<file path="config.mk">
export PLATFORM = sky130hd
export DESIGN_NAME = int_core
export DESIGN_NICKNAME = d
export VERILOG_FILES = /design/src/hw/core_pkg.sv /design/src/hw/decode_stage.sv /design/src/hw/execute_stage.sv /design/src/hw/int_core.sv /design/src/hw/mul_unit.sv /design/src/hw/result_stage.sv
export SDC_FILE = /design/constraint.sdc
export NUM_CORES = 2
export LEC_CHECK = 0
export ABC_CLOCK_PERIOD_IN_PS = 20700
export BUFFER_PORTS_ARGS = -buffer_cell sky130_fd_sc_hd__buf_4
export CORE_MARGIN = 3
export CORE_UTILIZATION = 35
export CTS_BUF_LIST = sky130_fd_sc_hd__clkbuf_16
export DETAILED_ROUTE_END_ITERATION = 12
export HOLD_SLACK_MARGIN = 0.12
export PLACE_DENSITY = 0.5
export REMOVE_ABC_BUFFERS = 1
export SETUP_SLACK_MARGIN = 0.05
export SYNTH_ARGS = -nofsm -noshare
export SYNTH_HDL_FRONTEND = slang
export SYNTH_SLANG_ARGS = --single-unit
</file>
<file path="constraint.sdc">
create_clock -name clk_i -period 20.7 [get_ports clk_i]
set_input_delay 3.105 -clock clk_i [delete_from_list [all_inputs] [get_ports clk_i]]
set_output_delay 3.105 -clock clk_i [all_outputs]
set_load 0.03 [all_outputs]
</file>
<file path="src/hw/core_pkg.sv">
package core_pkg;

    localparam int INSTR_W    = 32;
    localparam int REG_ADDR_W = 5;

    // Major opcodes of the supported classes
    localparam logic [6:0] OPC_OP     = 7'b0110011;
    localparam logic [6:0] OPC_OP_IMM = 7'b0010011;

    typedef struct packed {
        logic [6:0] funct7;
        logic [4:0] rs2;
        logic [4:0] rs1;
        logic [2:0] funct3;
        logic [4:0] rd;
        logic [6:0] opcode;
    } r_type_t;

    typedef struct packed {
        logic [11:0] imm12;
        logic [4:0]  rs1;
        logic [2:0]  funct3;
        logic [4:0]  rd;
        logic [6:0]  opcode;
    } i_type_t;

    // Same instruction word, register or immediate view
    typedef union packed {
        r_type_t r;
        i_type_t i;
    } instr_t;

    typedef enum logic [3:0] {
        ALU_ADD,
        ALU_SUB,
        ALU_SLT,
        ALU_SLTU,
        ALU_XOR,
        ALU_OR,
        ALU_AND,
        ALU_SLL,
        ALU_SRL,
        ALU_SRA
    } alu_op_e;

    typedef enum logic {
        FU_ALU,
        FU_MUL
    } func_unit_e;

endpackage

</file>
<file path="src/hw/decode_stage.sv">
module decode_stage #(
    parameter int XLEN = 32
) (
    input  logic                            clk_i,
    input  logic                            rst_ni,
    input  logic                            instr_valid,
    output logic                            instr_ready,
    input  core_pkg::instr_t                instr,
    output logic                            illegal,
    output logic                            de_valid,
    input  logic                            de_ready,
    output core_pkg::alu_op_e               de_op,
    output core_pkg::func_unit_e            de_unit,
    output logic [core_pkg::REG_ADDR_W-1:0] de_rs1,
    output logic [core_pkg::REG_ADDR_W-1:0] de_rs2,
    output logic [core_pkg::REG_ADDR_W-1:0] de_rd,
    output logic                            de_use_imm,
    output logic [XLEN-1:0]                 de_imm
);
    import core_pkg::*;

    logic    is_op;
    logic    is_imm;
    logic    is_mul;
    logic    is_shift;
    logic    alt;
    logic    shamt_ok;
    logic    shift_ok;
    logic    legal;
    logic    accept;
    alu_op_e op;

    assign is_op    = instr.r.opcode == OPC_OP;
    assign is_imm   = instr.i.opcode == OPC_OP_IMM;
    assign is_mul   = is_op && instr.r.funct7 == 7'b0000001 && instr.r.funct3 == 3'b000;
    assign is_shift = instr.i.funct3[1:0] == 2'b01;

    // SUB and SRA select bit sits at bit 30 in both formats
    assign alt = instr.r.funct7[5];

    // Shift amount bit 5 only exists on 64-bit cores
    assign shamt_ok = (XLEN == 64) || !instr.i.imm12[5];
    assign shift_ok = shamt_ok && (instr.i.imm12[11:6] == 6'b000000 ||
                      (instr.i.imm12[11:6] == 6'b010000 && instr.i.funct3 == 3'b101));

    assign legal = (is_op && (is_mul || instr.r.funct7 == 7'b0000000 ||
                   (instr.r.funct7 == 7'b0100000 && instr.r.funct3 inside {3'b000, 3'b101})))
                   || (is_imm && (!is_shift || shift_ok));

    always_comb begin
        case (instr.r.funct3)
            3'b000:  op = (is_op && alt) ? ALU_SUB : ALU_ADD;
            3'b001:  op = ALU_SLL;
            3'b010:  op = ALU_SLT;
            3'b011:  op = ALU_SLTU;
            3'b100:  op = ALU_XOR;
            3'b101:  op = alt ? ALU_SRA : ALU_SRL;
            3'b110:  op = ALU_OR;
            default: op = ALU_AND;
        endcase
    end

    assign instr_ready = !de_valid || de_ready;
    assign accept      = instr_valid && instr_ready;

    always_ff @(posedge clk_i or negedge rst_ni) begin
        if (!rst_ni) begin
            de_valid <= 1'b0;
            illegal  <= 1'b0;
        end else begin
            // Rejected words never occupy the decode register
            illegal <= accept && !legal;
            if (accept && legal) begin
                de_valid <= 1'b1;
            end else if (de_ready) begin
                de_valid <= 1'b0;
            end
        end
    end

    always_ff @(posedge clk_i) begin
        if (accept && legal) begin
            de_op      <= op;
            de_unit    <= is_mul ? FU_MUL : FU_ALU;
            de_rs1     <= instr.r.rs1;
            de_rs2     <= instr.r.rs2;
            de_rd      <= instr.r.rd;
            de_use_imm <= is_imm;
            de_imm     <= {{(XLEN-12){instr.i.imm12[11]}}, instr.i.imm12};
        end
    end

    // A stalled entry stays put until execute takes it
    assert property (@(posedge clk_i) disable iff (!rst_ni)
        de_valid && !de_ready |=> de_valid && $stable(de_rd));

endmodule

</file>
<file path="src/hw/execute_stage.sv">
module execute_stage #(
    parameter int XLEN = 32
) (
    input  logic                            clk_i,
    input  logic                            rst_ni,
    input  logic                            de_valid,
    output logic                            de_ready,
    input  core_pkg::alu_op_e               de_op,
    input  core_pkg::func_unit_e            de_unit,
    input  logic [core_pkg::REG_ADDR_W-1:0] de_rs1,
    input  logic [core_pkg::REG_ADDR_W-1:0] de_rs2,
    input  logic [core_pkg::REG_ADDR_W-1:0] de_rd,
    input  logic                            de_use_imm,
    input  logic [XLEN-1:0]                 de_imm,
    input  logic [XLEN-1:0]                 rs1_value,
    input  logic [XLEN-1:0]                 rs2_value,
    output logic                            wb_valid,
    output logic [core_pkg::REG_ADDR_W-1:0] wb_rd,
    output logic [XLEN-1:0]                 wb_data
);
    import core_pkg::*;

    localparam int SHAMT_W = $clog2(XLEN);

    logic                  ex1_pending_q;
    func_unit_e            ex1_unit_q;
    logic [XLEN-1:0]       ex1_data_q;
    logic [REG_ADDR_W-1:0] ex1_rd_q;
    logic                  ex1_data_valid;
    logic [XLEN-1:0]       ex1_data;
    logic                  ex1_ready;

    logic                  ex2_pending_q;
    func_unit_e            ex2_unit_q;
    logic [XLEN-1:0]       ex2_data_q;
    logic [REG_ADDR_W-1:0] ex2_rd_q;
    logic                  ex2_data_valid;
    logic [XLEN-1:0]       ex2_data;
    logic                  ex2_ready;

    logic [XLEN-1:0]       rs1_fwd;
    logic [XLEN-1:0]       rs2_fwd;
    logic                  data_hazard;
    logic                  struct_hazard;
    logic                  issue;

    logic                  mul_start;
    logic                  mul_busy;
    logic                  mul_done;
    logic [XLEN-1:0]       mul_result;

    ////////////////////
    // Bypass and hazards
    ////////////////////

    // EX1 holds the younger result, so it overrides EX2
    function automatic logic [XLEN-1:0] fwd_value(input logic [REG_ADDR_W-1:0] idx,
                                                  input logic [XLEN-1:0] rf_value);
        logic [XLEN-1:0] value;
        value = rf_value;
        if (ex2_pending_q && ex2_rd_q == idx && idx != '0) begin
            value = ex2_data;
        end
        if (ex1_pending_q && ex1_rd_q == idx && idx != '0) begin
            value = ex1_data;
        end
        return value;
    endfunction

    // Source waits on a multiply that has not finished
    function automatic logic blocked(input logic [REG_ADDR_W-1:0] idx);
        return idx != '0 && ((ex1_pending_q && ex1_rd_q == idx && !ex1_data_valid) ||
                             (ex2_pending_q && ex2_rd_q == idx && !ex2_data_valid));
    endfunction

    always_comb begin
        rs1_fwd     = fwd_value(de_rs1, rs1_value);
        rs2_fwd     = fwd_value(de_rs2, rs2_value);
        data_hazard = blocked(de_rs1) || (!de_use_imm && blocked(de_rs2));
    end

    assign struct_hazard = !ex1_ready || (de_unit == FU_MUL && mul_busy);
    assign de_ready      = !data_hazard && !struct_hazard;
    assign issue         = de_valid && de_ready;
    assign mul_start     = issue && de_unit == FU_MUL;

    ////////////////////
    // ALU
    ////////////////////

    logic [XLEN-1:0]    operand_b;
    logic [XLEN:0]      diff_ext;
    logic               less_signed;
    logic [SHAMT_W-1:0] shamt;
    logic [XLEN-1:0]    alu_result;

    assign operand_b = de_use_imm ? de_imm : rs2_fwd;
    // Extra top bit of the difference is the unsigned borrow
    assign diff_ext  = {1'b0, rs1_fwd} - {1'b0, operand_b};
    assign less_signed = (rs1_fwd[XLEN-1] != operand_b[XLEN-1]) ? rs1_fwd[XLEN-1]
                                                                : diff_ext[XLEN-1];
    assign shamt = operand_b[SHAMT_W-1:0];

    always_comb begin
        case (de_op)
            ALU_ADD:  alu_result = rs1_fwd + operand_b;
            ALU_SUB:  alu_result = diff_ext[XLEN-1:0];
            ALU_SLT:  alu_result = {{(XLEN-1){1'b0}}, less_signed};
            ALU_SLTU: alu_result = {{(XLEN-1){1'b0}}, diff_ext[XLEN]};
            ALU_XOR:  alu_result = rs1_fwd ^ operand_b;
            ALU_OR:   alu_result = rs1_fwd | operand_b;
            ALU_AND:  alu_result = rs1_fwd & operand_b;
            ALU_SLL:  alu_result = rs1_fwd << shamt;
            ALU_SRL:  alu_result = rs1_fwd >> shamt;
            ALU_SRA:  alu_result = $signed(rs1_fwd) >>> shamt;
            default:  alu_result = '0;
        endcase
    end

    ////////////////////
    // EX1 and EX2
    ////////////////////

    // Only one multiply is ever in flight, so mul_done belongs to whichever stage holds it
    assign ex1_data_valid = ex1_unit_q == FU_ALU || mul_done;
    assign ex1_data       = (ex1_unit_q == FU_ALU) ? ex1_data_q : mul_result;
    assign ex2_data_valid = ex2_unit_q == FU_ALU || mul_done;
    assign ex2_data       = (ex2_unit_q == FU_ALU) ? ex2_data_q : mul_result;

    assign ex2_ready = !ex2_pending_q || ex2_data_valid;
    assign ex1_ready = !ex1_pending_q || ex2_ready;

    always_ff @(posedge clk_i or negedge rst_ni) begin
        if (!rst_ni) begin
            ex1_pending_q <= 1'b0;
            ex1_unit_q    <= FU_ALU;
            ex2_pending_q <= 1'b0;
            ex2_unit_q    <= FU_ALU;
        end else begin
            // A finished product is parked as plain data
            if (ex1_data_valid || ex2_ready) begin
                ex1_unit_q <= FU_ALU;
            end
            if (ex2_ready) begin
                ex1_pending_q <= 1'b0;
            end
            if (issue) begin
                ex1_pending_q <= 1'b1;
                ex1_unit_q    <= de_unit;
            end
            if (ex2_data_valid) begin
                ex2_pending_q <= 1'b0;
                ex2_unit_q    <= FU_ALU;
            end
            if (ex1_pending_q && ex2_ready) begin
                ex2_pending_q <= 1'b1;
                ex2_unit_q    <= ex1_data_valid ? FU_ALU : ex1_unit_q;
            end
        end
    end

    always_ff @(posedge clk_i) begin
        if (issue) begin
            ex1_data_q <= alu_result;
            ex1_rd_q   <= de_rd;
        end else if (ex1_data_valid) begin
            ex1_data_q <= ex1_data;
        end
        if (ex1_pending_q && ex2_ready) begin
            ex2_data_q <= ex1_data;
            ex2_rd_q   <= ex1_rd_q;
        end
    end

    assign wb_valid = ex2_pending_q && ex2_data_valid;
    assign wb_rd    = ex2_rd_q;
    assign wb_data  = ex2_data;

    mul_unit #(
        .XLEN (XLEN)
    ) mul_unit_inst (
        .clk_i      (clk_i),
        .rst_ni     (rst_ni),
        .mul_start  (mul_start),
        .operand_a  (rs1_fwd),
        .operand_b  (rs2_fwd),
        .mul_busy   (mul_busy),
        .mul_done   (mul_done),
        .mul_result (mul_result)
    );

    // Back-to-back commits need EX1 to refill EX2 in between
    assert property (@(posedge clk_i) disable iff (!rst_ni)
        wb_valid |=> !wb_valid || $past(ex1_pending_q));

endmodule

</file>
<file path="src/hw/int_core.sv">
module int_core #(
    parameter int XLEN = 32
) (
    input  logic                            clk_i,
    input  logic                            rst_ni,
    input  logic                            instr_valid,
    output logic                            instr_ready,
    input  core_pkg::instr_t                instr,
    output logic                            illegal,
    output logic                            retire_valid,
    output logic [core_pkg::REG_ADDR_W-1:0] retire_rd,
    output logic [XLEN-1:0]                 retire_data
);
    import core_pkg::*;

    // Decode register outputs
    logic                  de_valid;
    logic                  de_ready;
    alu_op_e               de_op;
    func_unit_e            de_unit;
    logic [REG_ADDR_W-1:0] de_rs1;
    logic [REG_ADDR_W-1:0] de_rs2;
    logic [REG_ADDR_W-1:0] de_rd;
    logic                  de_use_imm;
    logic [XLEN-1:0]       de_imm;

    // Register file and commit
    logic [XLEN-1:0]       rs1_value;
    logic [XLEN-1:0]       rs2_value;
    logic                  wb_valid;
    logic [REG_ADDR_W-1:0] wb_rd;
    logic [XLEN-1:0]       wb_data;

    decode_stage #(
        .XLEN (XLEN)
    ) decode_stage_inst (
        .clk_i       (clk_i),
        .rst_ni      (rst_ni),
        .instr_valid (instr_valid),
        .instr_ready (instr_ready),
        .instr       (instr),
        .illegal     (illegal),
        .de_valid    (de_valid),
        .de_ready    (de_ready),
        .de_op       (de_op),
        .de_unit     (de_unit),
        .de_rs1      (de_rs1),
        .de_rs2      (de_rs2),
        .de_rd       (de_rd),
        .de_use_imm  (de_use_imm),
        .de_imm      (de_imm)
    );

    execute_stage #(
        .XLEN (XLEN)
    ) execute_stage_inst (
        .clk_i      (clk_i),
        .rst_ni     (rst_ni),
        .de_valid   (de_valid),
        .de_ready   (de_ready),
        .de_op      (de_op),
        .de_unit    (de_unit),
        .de_rs1     (de_rs1),
        .de_rs2     (de_rs2),
        .de_rd      (de_rd),
        .de_use_imm (de_use_imm),
        .de_imm     (de_imm),
        .rs1_value  (rs1_value),
        .rs2_value  (rs2_value),
        .wb_valid   (wb_valid),
        .wb_rd      (wb_rd),
        .wb_data    (wb_data)
    );

    // Sources are read straight from the decode register
    result_stage #(
        .XLEN (XLEN)
    ) result_stage_inst (
        .clk_i        (clk_i),
        .rst_ni       (rst_ni),
        .rs1_addr     (de_rs1),
        .rs2_addr     (de_rs2),
        .rs1_value    (rs1_value),
        .rs2_value    (rs2_value),
        .wb_valid     (wb_valid),
        .wb_rd        (wb_rd),
        .wb_data      (wb_data),
        .retire_valid (retire_valid),
        .retire_rd    (retire_rd),
        .retire_data  (retire_data)
    );

endmodule

</file>
<file path="src/hw/mul_unit.sv">
module mul_unit #(
    parameter int XLEN = 32
) (
    input  logic            clk_i,
    input  logic            rst_ni,
    input  logic            mul_start,
    input  logic [XLEN-1:0] operand_a,
    input  logic [XLEN-1:0] operand_b,
    output logic            mul_busy,
    output logic            mul_done,
    output logic [XLEN-1:0] mul_result
);
    localparam int CNT_W = $clog2(XLEN + 1);

    logic [CNT_W-1:0] count_q;
    logic [XLEN-1:0]  multiplicand_q;
    logic [XLEN-1:0]  multiplier_q;
    logic [XLEN-1:0]  acc_q;

    assign mul_busy   = count_q != '0;
    assign mul_result = acc_q;

    // One multiplier bit per cycle, done strobe after the last step
    always_ff @(posedge clk_i or negedge rst_ni) begin
        if (!rst_ni) begin
            count_q  <= '0;
            mul_done <= 1'b0;
        end else begin
            mul_done <= count_q == CNT_W'(1);
            if (mul_start) begin
                count_q <= CNT_W'(XLEN);
            end else if (mul_busy) begin
                count_q <= count_q - CNT_W'(1);
            end
        end
    end

    always_ff @(posedge clk_i) begin
        if (mul_start) begin
            multiplicand_q <= operand_a;
            multiplier_q   <= operand_b;
            acc_q          <= '0;
        end else if (mul_busy) begin
            if (multiplier_q[0]) begin
                acc_q <= acc_q + multiplicand_q;
            end
            multiplicand_q <= multiplicand_q << 1;
            multiplier_q   <= multiplier_q >> 1;
        end
    end

    // Execute must hold a MUL back while a product is being formed
    assert property (@(posedge clk_i) disable iff (!rst_ni) mul_start |-> !mul_busy);

endmodule

</file>
<file path="src/hw/result_stage.sv">
module result_stage #(
    parameter int XLEN = 32
) (
    input  logic                            clk_i,
    input  logic                            rst_ni,
    input  logic [core_pkg::REG_ADDR_W-1:0] rs1_addr,
    input  logic [core_pkg::REG_ADDR_W-1:0] rs2_addr,
    output logic [XLEN-1:0]                 rs1_value,
    output logic [XLEN-1:0]                 rs2_value,
    input  logic                            wb_valid,
    input  logic [core_pkg::REG_ADDR_W-1:0] wb_rd,
    input  logic [XLEN-1:0]                 wb_data,
    output logic                            retire_valid,
    output logic [core_pkg::REG_ADDR_W-1:0] retire_rd,
    output logic [XLEN-1:0]                 retire_data
);
    import core_pkg::*;

    // No storage for x0
    logic [XLEN-1:0] regs [1:2**REG_ADDR_W-1];

    assign rs1_value = (rs1_addr == '0) ? '0 : regs[rs1_addr];
    assign rs2_value = (rs2_addr == '0) ? '0 : regs[rs2_addr];

    always_ff @(posedge clk_i) begin
        if (wb_valid && wb_rd != '0) begin
            regs[wb_rd] <= wb_data;
        end
        if (wb_valid) begin
            retire_rd   <= wb_rd;
            retire_data <= wb_data;
        end
    end

    // Commits to x0 are still reported
    always_ff @(posedge clk_i or negedge rst_ni) begin
        if (!rst_ni) begin
            retire_valid <= 1'b0;
        end else begin
            retire_valid <= wb_valid;
        end
    end

endmodule

</file>
==> impl_metrics.py <==
metrics = {
    "worst_setup_path": {
        "endpoint": "execute_stage_inst.ex1_data_q[0]",
        "endpoint_kind": "flop",
        "r2r_slack_ns": 11.15,
        "rr_endpoint": "execute_stage_inst.ex1_data_q[0]",
        "worst_ep_arrival_time_ns": 10.10,
        "rr_worst_depth": 26,
        "startpoint_type": "flop",
        "worst-path-max-fanout": 144,
        "path_class": "reg2reg",
        "critPathRequiredTime_ns": 21.25,
    },
    "detailed_routing": {
        "firstDrtPassIters": 6,
        "first_iter_violations": 5688,
        "wl_per_cell_um": 34.9,
        "drcViolationCount": 0,
        "dr.max_layer_used": "met5",
        "ant_nets": 0,
        "via_count": 47292,
        "met2_wirelength_um": 123000,
        "viasPerCell": 6.26,
        "routed_wl_um": 264000,
        "wl_met3_um": 20100,
        "wl_met1_um": 106000,
    },
    "final_layout": {
        "post-route-util": 0.395,
        "final_layout_size_suffix_gt1_frac": 0.212,
        "areaGrowthSynthToFinish_pct": 11.9,
        "fin_area_sq_um": 76200,
        "layout.nets": 5079,
        "nFillCells": 17924,
    },
    "synth": {
        "synth_largest_area_cell": "edfxtp_1",
        "synthFlopType": "edfxtp_1",
        "syn_area_sq_um": 68100,
        "synth_top_area_frac": 0.527,
        "synthCells": 4902,
        "ys_top_cells_by_count": "edfxtp_1 (1195), mux4_2 (484), nand2_1 (359)",
        "ys_types": 104,
        "async_flop_share": 0.0112,
        "synth.avg_cell_area_sq_um": 13.9,
        "synth-edff-count": 1195,
        "ys_ff_latch": 1251,
        "synth.most_common_cell": "edfxtp_1",
        "yosysSeqAreaShare": 0.544,
        "yosys_warnings": 0,
        "ys_top_cells_by_area": "edfxtp_1 (53%), mux4_2 (16%), mux2i_1 (4.4%)",
    },
    "floorplanning": {
        "num_io_pins": 75,
        "die_x_um": 447,
        "initial_core_util": 0.353,
        "rows": 161,
        "die_y_um": 447,
        "dieArea_sq_um": 200000,
        "coreArea_sq_um": 193000,
    },
    "power": {
        "seqPwrFrac": 0.483,
        "vdd_drop_max_mv": 0.0797,
        "clockPowerShare": 0.374,
        "switchingPower_mw": 1.90,
        "power.leakage_nw": 26.1,
        "combPwrFrac": 0.142,
        "p_sw_frac": 0.282,
        "powerDensity_nw_per_um2": 88.4,
        "p_int_mw": 4.84,
        "power.total_mw": 6.74,
    },
    "clock_network": {
        "cts.htree.levels": 4,
        "clock_path_buffers": 3,
        "path_clk_slew_ns": 0.07,
        "cts.sinks": 1251,
        "insertion_delay_ns": 0.82,
        "tritoncts": "yes",
        "cts_setup_buffers": 0,
        "cts_hold_buf": 0,
        "numCtsBuffers": 145,
        "post_cts_resized": 0,
        "cts-root-buf": "clkbuf_16",
    },
    "placement": {
        "dp_hpwl_um": 167000,
        "gp_congestion": 0.998,
        "io_buffers": 74,
        "placed_cell_area_sq_um": 71600,
    },
    "outcome": {
        "status": "completed",
    },
    "grt": {
        "grt-ovfl-total": 0,
        "antenna_found_initial": 18,
        "grt_max_degree": 145,
        "grt_pass1_wl_um": 367000,
        "first_global_vias": 46375,
        "grt_use_total": 0.260,
    },
    "sta": {
        "rsz0062_at_grt": "false",
        "hold_violations": 0,
        "final-max-slew-violation-count": 0,
        "skew_ns": 0.0749,
        "max_slew_margin": 0.0491,
        "period_share": 0.461,
        "worst_pin_slew_ns": 1.39,
        "finalSetupViolCount": 0,
        "setup_tns_ns": 0,
        "fin_crit_ns": 9.55,
        "fmax_mhz": 105,
    },
    "job": {
        "cap_viol_max_count": 0,
    },
    "hold_path": {
        "hp-class": "reg2reg",
        "hp-start": "decode_stage_inst.de_rd[0]",
    },
}
-- flip-flops by register name (all words and copies together) (netlist names), 6 cells and up, named ones only --
register and count:
execute_stage_inst.ex1_data_q 32, execute_stage_inst.mul_unit_inst.mul_result 32, result_stage_inst.retire_data 32, execute_stage_inst.mul_unit_inst.multiplier_q 32
decode_stage_inst.de_imm 12, result_stage_inst.regs 992, execute_stage_inst.mul_unit_inst.multiplicand_q 32, execute_stage_inst.ex2_data_q 32
execute_stage_inst.mul_unit_inst.count_q 6
-- metrics by stage --
| stage | setup slack, ns | std cells | hold WS [ns] |
|---|---|---|---|
| floorplan | 3.70 | 4546 | 0.400 |
| CTS | 11.14 | 7551 | 0.438 |
| detailed placement | 11.11 | 7285 | 0.415 |
| finish | 11.15 | 7554 | 0.437 |
| global route | 10.46 | 7552 | 0.444 |
| global placement | 11.18 | 7285 | 0.404 |
-- critical path, stage by stage, from the launching register on --
cell and delay (ns):
dfxtp_4 0.88, buf_12 0.64, buf_4 0.79, mux4_2 0.42, mux4_2 0.49, a21oi_1 0.51, nor2_1 0.10, a21oi_1 0.15
a21oi_1 0.13, a21o_1 0.24, ha_1 0.40, or4_1 0.62, or4_1 0.45, o31a_1 0.39, o21bai_1 0.28, a311o_1 0.26
a221o_1 0.20, a21o_1 0.13, a21oi_1 0.08, fa_1 0.50, mux2_2 0.29, a31oi_1 0.16, o22ai_1 0.10, a21oi_1 0.12
o21ai_0 0.11, a2111oi_0 0.43, a21oi_1 0.12
-- placed cells by master (no fill, tap or decap), types with 15 or more instances in the layout --
cell / Yosys / routed
a211o_1: 18 / 18
a211oi_1: 82 / 82
a21o_1: 44 / 44
a21oi_1: 248 / 248
a221o_1: 21 / 21
a221oi_1: 33 / 33
a22oi_1: 40 / 40
a31oi_1: 40 / 40
and2_1: 30 / 27
and3_1: 21 / 21
buf_4: 13 / 209
clkbuf_16: 0 / 149
clkinv_1: 2 / 36
dfxtp_1: 42 / 34
edfxtp_1: 1195 / 1195
ha_1: 134 / 134
inv_1: 129 / 168
mux2_2: 74 / 74
mux2i_1: 302 / 302
mux4_2: 484 / 484
nand2_1: 359 / 358
nand2b_1: 22 / 22
nand3_1: 67 / 66
nand4_1: 20 / 20
nor2_1: 357 / 325
nor2_4: 0 / 32
nor2b_1: 25 / 25
nor3_1: 66 / 64
o211ai_1: 42 / 42
o21a_1: 16 / 16
o21ai_0: 214 / 213
o21bai_1: 18 / 17
o221ai_1: 37 / 37
o22ai_1: 26 / 26
o31ai_1: 22 / 22
xnor2_1: 48 / 48
xor2_1: 15 / 15
-- power by group through the flow --
| stage | clock network [mW] | logic (mW) | registers (mW) |
|---|---|---|---|
| global placement | 0 | 0.938 | 3.30 |
| detailed placement | 0 | 0.954 | 3.30 |
| CTS | 2.57 | 0.958 | 3.25 |
| floorplan | 0 | 0.617 | 3.23 |
| global route | 2.68 | 1.06 | 3.26 |
| finish | 2.52 | 0.959 | 3.26 |
-- how the worst min path moves through the flow --
stage	cells after the start	end
floorplan	0	execute_stage_inst.ex1_rd_q[0]
global placement	0	execute_stage_inst.ex1_rd_q[2]
detailed placement	0	execute_stage_inst.ex1_rd_q[2]
CTS	0	execute_stage_inst.ex1_rd_q[0]
global route	0	execute_stage_inst.ex1_rd_q[2]
finish	0	execute_stage_inst.ex1_rd_q[0]
-- area by class of cell --
class                           count  area [sq um]  share of cell area
Timing Repair Buffer              213          1650              0.0216
Inverter                          141           532             0.00698
Antenna cell                        3          7.51           0.0000985
Sequential cell                  1251         37100               0.487
Multi-Input combinational cell   3154         29100               0.382
Tap cell                         2526          3160              0.0415
Clock inverter                    117           902              0.0118
Clock buffer                      149          3730              0.0489
-- cell families (layout without fill, tap and decap cells) --
group | count (synthesis) | count (layout) | synth area share
muxes | 861 | 861 | 0.217
buffers and inverters | 497 | 620 | 0.0328
other | 0 | 3 | 0
DFF | 1251 | 1251 | 0.544
AOI/OAI and AO/OA | 1050 | 1050 | 0.104
xor gates and xnor gates | 63 | 63 | 0.00810
adders and majority gates | 138 | 138 | 0.0258
and+or+nand+nor | 1042 | 1042 | 0.0683
-- metal layers --
| metal | track usage | vias to the layer above |
|---|---|---|
| met5 | 0 | - |
| met4 | 0.123 | 6 |
| met3 | 0.0462 | 574 |
| met2 | 0.415 | 2312 |
| met1 | 0.345 | 24774 |
| li1 | - | 19626 |
Note: power is estimated with default switching activity, not from simulation.
